[config.mk]
export PLATFORM = sky130hd
export DESIGN_NAME = i2cWbSlave
export DESIGN_NICKNAME = d
export VERILOG_FILES = /design/src/common/i2cPkg.sv /design/src/wishbone/i2cWbSlave.sv
export VERILOG_INCLUDE_DIRS = /design/src /design/src/common
export SDC_FILE = /design/constraint.sdc
export NUM_CORES = 1
export LEC_CHECK = 0
export ABC_AREA = 0
export BUFFER_PORTS_ARGS = -buffer_cell sky130_fd_sc_hd__buf_4
export CAP_MARGIN = 30
export CORE_MARGIN = 1.5
export CORE_UTILIZATION = 34
export DETAILED_ROUTE_END_ITERATION = 10
export PLACE_DENSITY_LB_ADDON = 0.15
export SETUP_SLACK_MARGIN = 0.15
export SYNTH_ARGS = -nofsm -noshare
export SYNTH_HDL_FRONTEND = slang
export SYNTH_SLANG_ARGS = --single-unit
export TNS_END_PERCENT = 5
[constraint.sdc]
create_clock -name clk -period 2.4 [get_ports clk]
set_clock_uncertainty 0.2 [all_clocks]
set_input_delay 0.48 -clock clk [delete_from_list [all_inputs] [get_ports clk]]
set_output_delay 0.48 -clock clk [all_outputs]
set_load 0.01 [all_outputs]
[src/common/i2c_defs.svh]
// clock divider and Wishbone register map for the I2C master

`ifndef I2C_DEFS_SVH
`define I2C_DEFS_SVH

// system clocks per quarter of an SCL bit
// SCL period is 4 * I2C_QUARTER_DIV clocks
`define I2C_QUARTER_DIV 5

// ----------------------------------------
// Wishbone register addresses (adr is 2 bits wide)
`define I2C_REG_TX     2'd0  // command, tx byte, tx ack bit
`define I2C_REG_STATUS 2'd1  // ready, valid, rx ack, busy
`define I2C_REG_RX     2'd2  // received byte, read clears valid

`endif

[src/common/i2cPkg.sv]
// shared types of the I2C master
// command and engine state enums, Wishbone and core structs

package i2cPkg;

    // command field of a TX write, dat bits 9..8
    typedef enum logic [1:0] {
        cmdStart    = 2'd0,  // start condition then byte
        cmdByte     = 2'd1,  // plain byte
        cmdByteStop = 2'd2,  // byte then stop condition
        cmdRestart  = 2'd3   // repeated start then byte
    } i2cCommand;

    // bit engine states
    typedef enum logic [2:0] {
        unitIdle   = 3'd0,  // bus released
        unitStartA = 3'd1,  // SDA low under high SCL
        unitStartB = 3'd2,  // SCL low after start
        unitBit    = 3'd3,  // eight data bits
        unitAck    = 3'd4,  // ninth bit
        unitStopA  = 3'd5,  // SCL up with SDA low
        unitStopB  = 3'd6,  // SDA up, stop condition
        unitDone   = 3'd7   // SCL held low, waiting for next byte
    } unitState;

    // ----------------------------------------
    // Wishbone classic request and response
    typedef struct packed {
        logic        cyc;
        logic        stb;
        logic        we;
        logic [1:0]  adr;
        logic [15:0] dat;
    } wbReqT;

    typedef struct packed {
        logic        ack;
        logic [15:0] dat;
    } wbRspT;

    // ----------------------------------------
    // host side of the core
    typedef struct packed {
        i2cCommand  command;
        logic [7:0] data;
        logic       ack;  // bit driven on the ninth clock
    } txReqT;

    typedef struct packed {
        logic [7:0] data;   // last received byte
        logic       ack;    // ack sampled on the ninth clock
        logic       valid;  // data not read yet
        logic       ready;  // tx register free
        logic       busy;   // engine in a transfer
    } rxStatusT;

endpackage

[src/wishbone/i2cWbSlave.sv]
// Wishbone classic slave for the I2C master
// register decode, TX write back-pressure, status formatting

`timescale 1ns/1ps
`include "i2c_defs.svh"

module i2cWbSlave (
    input  logic             clk,
    input  logic             reset,
    input  i2cPkg::wbReqT    wbReq,
    output i2cPkg::wbRspT    wbRsp,
    input  i2cPkg::rxStatusT rxStatus,
    output i2cPkg::txReqT    txReq,
    output logic             load,
    output logic             readReq
);

    logic        reqActive;   // cycle and strobe both up
    logic        txWrite;     // write to the TX register
    logic        otherReq;    // any other access, acked one cycle later
    logic        ackReg;      // registered ack of the other accesses
    logic        rxReadPend;  // ack in flight belongs to an RX read
    logic [15:0] datReg;      // read data

    assign reqActive = wbReq.cyc && wbReq.stb;
    assign txWrite   = reqActive && wbReq.we && (wbReq.adr == `I2C_REG_TX);
    // ackReg masks the request still on the bus in its ack cycle
    assign otherReq  = reqActive && !txWrite && !ackReg;

    // ----------------------------------------
    // TX write path

    // held off while the core still owns a byte
    assign load = txWrite && rxStatus.ready;

    // field split of the TX word
    assign txReq.command = i2cPkg::i2cCommand'(wbReq.dat[9:8]);
    assign txReq.data    = wbReq.dat[7:0];
    assign txReq.ack     = wbReq.dat[10];

    // ----------------------------------------
    // register reads and ignored accesses

    always_ff @(posedge clk or posedge reset) begin
        if (reset) begin
            ackReg     <= 1'b0;
            rxReadPend <= 1'b0;
        end else begin
            ackReg     <= otherReq;
            rxReadPend <= otherReq && !wbReq.we && (wbReq.adr == `I2C_REG_RX);
        end
    end

    // status is captured when the strobe is seen
    always_ff @(posedge clk) begin
        if (otherReq) begin
            if (wbReq.we) begin
                datReg <= 16'd0;  // writes to status or rx do nothing
            end else begin
                case (wbReq.adr)
                    `I2C_REG_STATUS: datReg <= {12'd0, rxStatus.busy, rxStatus.ack,
                                                rxStatus.valid, rxStatus.ready};
                    `I2C_REG_RX:     datReg <= {8'd0, rxStatus.data};
                    default:         datReg <= 16'd0;  // TX and unused reads
                endcase
            end
        end
    end

    // TX writes ack in the load cycle, others one cycle after the strobe
    assign wbRsp.ack = ackReg || load;
    assign wbRsp.dat = datReg;

    assign readReq = rxReadPend;  // pulses together with the RX ack

endmodule

==> results of run 1 <==
per-layer routing:
layer | part of all wire [%] | routed length [um]
met1 | 37 | 354
met2 | 49 | 471
met3 | 12 | 117
met4 | 1.8 | 17
met5 | 0 | 0
state kept, by name, summed over array words and instances, names as in the netlist:
signal   count
datReg       8
ackReg       1
readReq      1
path summary, 6_finish.rpt:
path / startpoint / to / slack, ps / cells past startpoint
min: ackReg / readReq / 280 / 1
max reg2reg: ackReg / datReg[4] / 1080 / 2
max in group asynchronous: reset / readReq / 1460 / 3
min in group asynchronous: reset / ackReg / 440 / 3
min reg2reg: ackReg / readReq / 280 / 1
max: wbReq[16] / wbRsp[16] / 550 / 6
power breakdown:
part	switching (mW)	leakage [nW]	internal [mW]
sequential	0.00202	0.108	0.193
combinational	0.0290	0.262	0.0362
clock	0.0500	0.0150	0.0639
kinds of logic after synthesis:
family	Yosys count
buf+inv	22
simple gates	14
flops	10
compound gates	6
fa+ha+maj	3
other cells	1
synth_stat cells (all sizes together):
| library cell | instances |
|---|---|
| a211oi | 1 |
| buf | 19 |
| nor2 | 5 |
| conb | 1 |
| nor3b | 1 |
| inv | 3 |
| dfrtp | 2 |
| a22oi | 4 |
| nand2b | 1 |
| and2 | 4 |
| ha | 3 |
| nand2 | 1 |
| edfxtp | 8 |
| nor2b | 1 |
| o21bai | 1 |
| nand3 | 1 |
per-stage QoR:
| stage | instances | setup WS (ps) | power [mW] |
|---|---|---|---|
| after floorplan | 63 | 359.4 | 0.2552 |
| after global placement | 99 | 534.8 | 0.2634 |
| after detailed placement | 99 | 538.3 | 0.2639 |
| after CTS | 104 | 537.8 | 0.3804 |
| after global routing | 104 | 506.0 | 0.3975 |
| final | 104 | 554.1 | 0.3745 |
layout make-up:
class	instances	area, um^2
Inverter	3	11.26
Sequential cell	10	290.3
Multi-Input combinational cell	31	202.7
Tap cell	25	31.28
Clock buffer	4	26.28
Fill cell	184	929.6
Timing Repair Buffer	31	235.2
repair_timing:
item,in CTS,in global routing
endpoints found under the setup margin,0,0
hold endpoints to repair,2,0
hold buffers,1,0
==> results.ini, run 1 <==
[status]
run_status=completed

[timing]
fin_crit_sh_pct=76.91
whs_ps=283.8
slew_violations=0
hold_violations=0
fin_tns_setup_ps=0
fmax_ghz=0.5418
post-route-min-period_ps=1846
setup_viol_count_final=0
rsz0062_at_grt=false

[floorplan]
num_rows=15
fp.dieH_um=45.73
die_w_um=45.73
core_mm2=0.001727
die_area_mm2=0.002091
initial_utilization_pct=35.94
num_io_pins=65

[final_layout]
layout.nets=118
final_common_cell=buf_4
final_util_pct=46.16
final_area_um2=797.0
final_cell_mix=buf_4, conb_1, edfxtp_1
diodes=0
areaGrowthSynthToFinish_pct=28.43
drive_above_1_share_pct=49.37

[worst_setup_path]
worstSetupStartpointType=input port
worst_path_most_repeated_cell=buf_4
crit_fanout=2
slowest_stage=ha_1
worstPathRequired_ps=1720
critical_path.top_delay_family=buffers and inverters
worst-setup-path-type=in -> out
worstPathArrival_ps=1170
path_buf_inv=3
cp-end-kind=output port
path_cells=buf_4 > inv_1 > ha_1 > nand3_1 > o21bai_1 > buf_4
max_stage_delay_ps=160

[grt]
grt_max_degree=10
met2_usage_pct=17.46
antenna_found_initial=0
first_global_vias=402
grt.total_usage_pct=10.57
use_met1_pct=10.92
grt_pass1_wl_um=1538
busiest_layer=met2
gr-usage-met3_pct=1.587
gr-total-overflow=0

[cts]
post_cts_resized=0
cts_sinks=10
clockBufferDepth=2
clock-root-buffer=clkbuf_4
clk_pin_slew_ps=60
postCtsSetupRepairBufs=0
cts_tree=yes
htreeDepth=1
cts_buffers=3
clk_latency_ps=250

[synth]
syn_inst=56
ys_types=16
synth-compound-area-share_pct=7.258
yosysTopAreaCell=edfxtp_1
yosysSeqAreaShare_pct=46.77
synth_top_family_by_area=buffers and inverters
yosys.area_share.adder_pct=6.048
synth_seq_cells=10
synth-simple-area-share_pct=14.52
synth_top_cell_area_share_pct=38.71
netlist_area_um2=620.6
synth_xor_area_share_pct=0
synthTopCellsByArea=edfxtp_1, buf_4, dfrtp_1
synth.area.mux_share_pct=0
postSynthAreaPerCell_um2=11.08
yosys_warnings=0

[pwr]
p_per_area_mw_per_mm2=469.9
ir_drop_v=0.0001763
p_leak_nw=0.3844

[route]
first_pass_iters=2
routedWlPerCell_um=9.240
drt_iter0_drc=2
ant_nets=0
vias=430
drc_errors=0
viasPerCell=4.135
drt_wl_total_um=961

[placement]
placed_area_um2=760.7
io_buffers=29
place_congestion=0.6319
place_hpwl_um=803

[hold_path]
hp-class=reg -> reg

[flow_run]
cap_viol_max_count=0

(Power assumes the default switching activity.)
==> inputs of run 2 (changes only) <==
Settings changed: ABC_AREA 0 to 1, CORE_ASPECT_RATIO set to 1.5, CORE_UTILIZATION 34 to 31.
Clock period 2.4 ns to 1.5 ns, I/O delays scaled along.
==> results.ini, run 2 <==
[cts]
cts_buffers=3
cts_sinks=10
clk_pin_slew_ps=60
clockBufferDepth=2
cts_tree=yes
htreeDepth=1
clk_latency_ps=250
clock-root-buffer=clkbuf_4

[placement]
place_hpwl_um=924.7
dpl.cell_count=110
place_ws_ps=-4.345
io_buffers=29
place_congestion=0.7330

[timing]
rsz0062_at_grt=true
fmax_ghz=0.7208
slew_violations=0
fin_crit_sh_pct=92.49
hold_violations=0
setup_viol_count_final=0
fin_tns_setup_ps=0
whs_ps=150.0
post-route-min-period_ps=1387
setup_ws_ps=112.7

[status]
run_status=completed

[floorplan]
fp.dieH_um=58.57
initial_utilization_pct=33.98
core_mm2=0.001878
num_rows=19
die_w_um=40.05
die_area_mm2=0.002345
num_io_pins=65

[final_layout]
largest_register_ffs=8
final_cell_mix=buf_4, nand2_1, conb_1, edfxtp_1, nor2_1
final_common_cell=buf_4
layout.nets=136
layoutNonFillerInstCount=118
nFillCells=188
multi_input_area_um2=235.2
regMostFlops=datReg
drive_above_1_share_pct=50.52
areaGrowthSynthToFinish_pct=40.39
area.sequential_um2=290.3
diodes=0

[grt]
first_global_vias=468
gr-total-overflow=0
grt_max_degree=10
grt_pass1_wl_um=1814
antenna_found_initial=0
grt.total_usage_pct=11.41

[synth]
yosysTopAreaCell=edfxtp_1
synthTopCellsByArea=edfxtp_1, buf_4, nand2_1
synth_seq_cells=10
yosysSeqAreaShare_pct=45.49
synth_top_cell_area_share_pct=37.65
synth_edf_count=8
netlist_area_um2=638.1
ys_types=13
syn_inst=69
synthFlopType=edfxtp_1
yosys_warnings=0
yosysMostFrequentCell=buf_4
postSynthAreaPerCell_um2=9.248
async_flop_share_pct=20.00
ys_top_cells_by_count=buf_4, nand2_1, edfxtp_1

[hold_path]
hp-class=in -> reg

[worst_setup_path]
critical_path.top_delay_family=flip-flops
slowest_stage=dfrtp_1
path_cells=inv_2 > o21ai_2 > buf_4
worst-setup-path-type=reg -> out
worstPathArrival_ps=890
worstPathRequired_ps=1000
crit_fanout=2
path_buf_inv=2
max_stage_delay_ps=380
worstSetupStartpointType=flip-flop
cp-end-kind=output port

[pwr]
p_per_area_mw_per_mm2=715.2
p_leak_nw=0.4170
ir_drop_v=0.0003308
power_mw=0.6407

[route]
viasPerCell=4.153
vias=490
drt_wl_total_um=1180
drt_iter0_drc=7
ant_nets=0
first_pass_iters=4
routedWlPerCell_um=10.00
drc_errors=0

[flow_run]
cap_viol_max_count=0

-- run 2: cell types whose count changed after synthesis, sizes merged --
cell,change
o21ai,+1
a21oi,+4
nand2,+16
nor2,+1
buf,+1
nor2b,-1
nor3,+1
o21bai,-1
a211oi,-1
and2,-4
nor3b,-1
a22oi,-4
inv,+2
nand2b,-1
-- run 2: final cells by class --
class,instances,share of cell area (%)
timing repair buffer,37,32.54
clock inverter,1,0.4190
multi-input combinational,41,26.26
clock buffer,3,2.514
sequential,10,32.40
inverter,5,2.933
tap,21,2.933
-- run 2: repair_timing --
item / in CTS / in global routing
hold buffers: 1 / 0
setup endpoints to repair: 2 / 10
setup buffers: 3 / 0
endpoints found under the hold margin: 2 / 0
pin swaps: 2 / 2
gates resized for setup: 5 / 3
-- run 2: worst paths after layout --
kind	startpoint	to	slack [ps]	depth (start not counted)
min	rxStatus[9]	datReg[5]	150	3
min reg2reg	ackReg	ackReg	410	3
max reg2reg	ackReg	datReg[4]	220	3
min in group asynchronous	reset	ackReg	250	3
max in group asynchronous	reset	readReq	740	3
max	ackReg	wbRsp[16]	110	3
-- run 2: kinds of logic after synthesis --
logic type,Yosys count,synth area share (%)
buffers and inverters,25,26.47
and+or+nand+nor,25,17.06
DFF,10,45.49
AOI/OAI and AO/OA,5,4.510
adders and majority gates,3,5.883
other,1,0.5877
-- run 2: routing by layer --
layer  vias up  share of wire (%)  track usage [%]
li1        247                  -                -
met1       212                 32            10.19
met2        27                 56            19.59
met3         4                9.8            1.132
met4         0                2.6            11.82
met5         -                  0                0
-- run 2: through the flow --
| step | area, um^2 | util [%] |
|---|---|---|
| final | 895.9 | 47.70 |
| after global routing | 895.9 | 47.70 |
| after CTS | 882.1 | 46.97 |
| after detailed placement | 810.8 | 43.17 |
| after global placement | 810.8 | 43.17 |
| after floorplan | 686.9 | - |
-- run 2: worst min-delay path: stages --
cell and delay, ps:
buf_4 80, nand2_1 40, nor2_1 70
-- run 2: where the power goes --
part / internal, mW / switching, mW
registers: 0.314 / 0.00345
clock network: 0.0955 / 0.0806
logic: 0.0787 / 0.0687
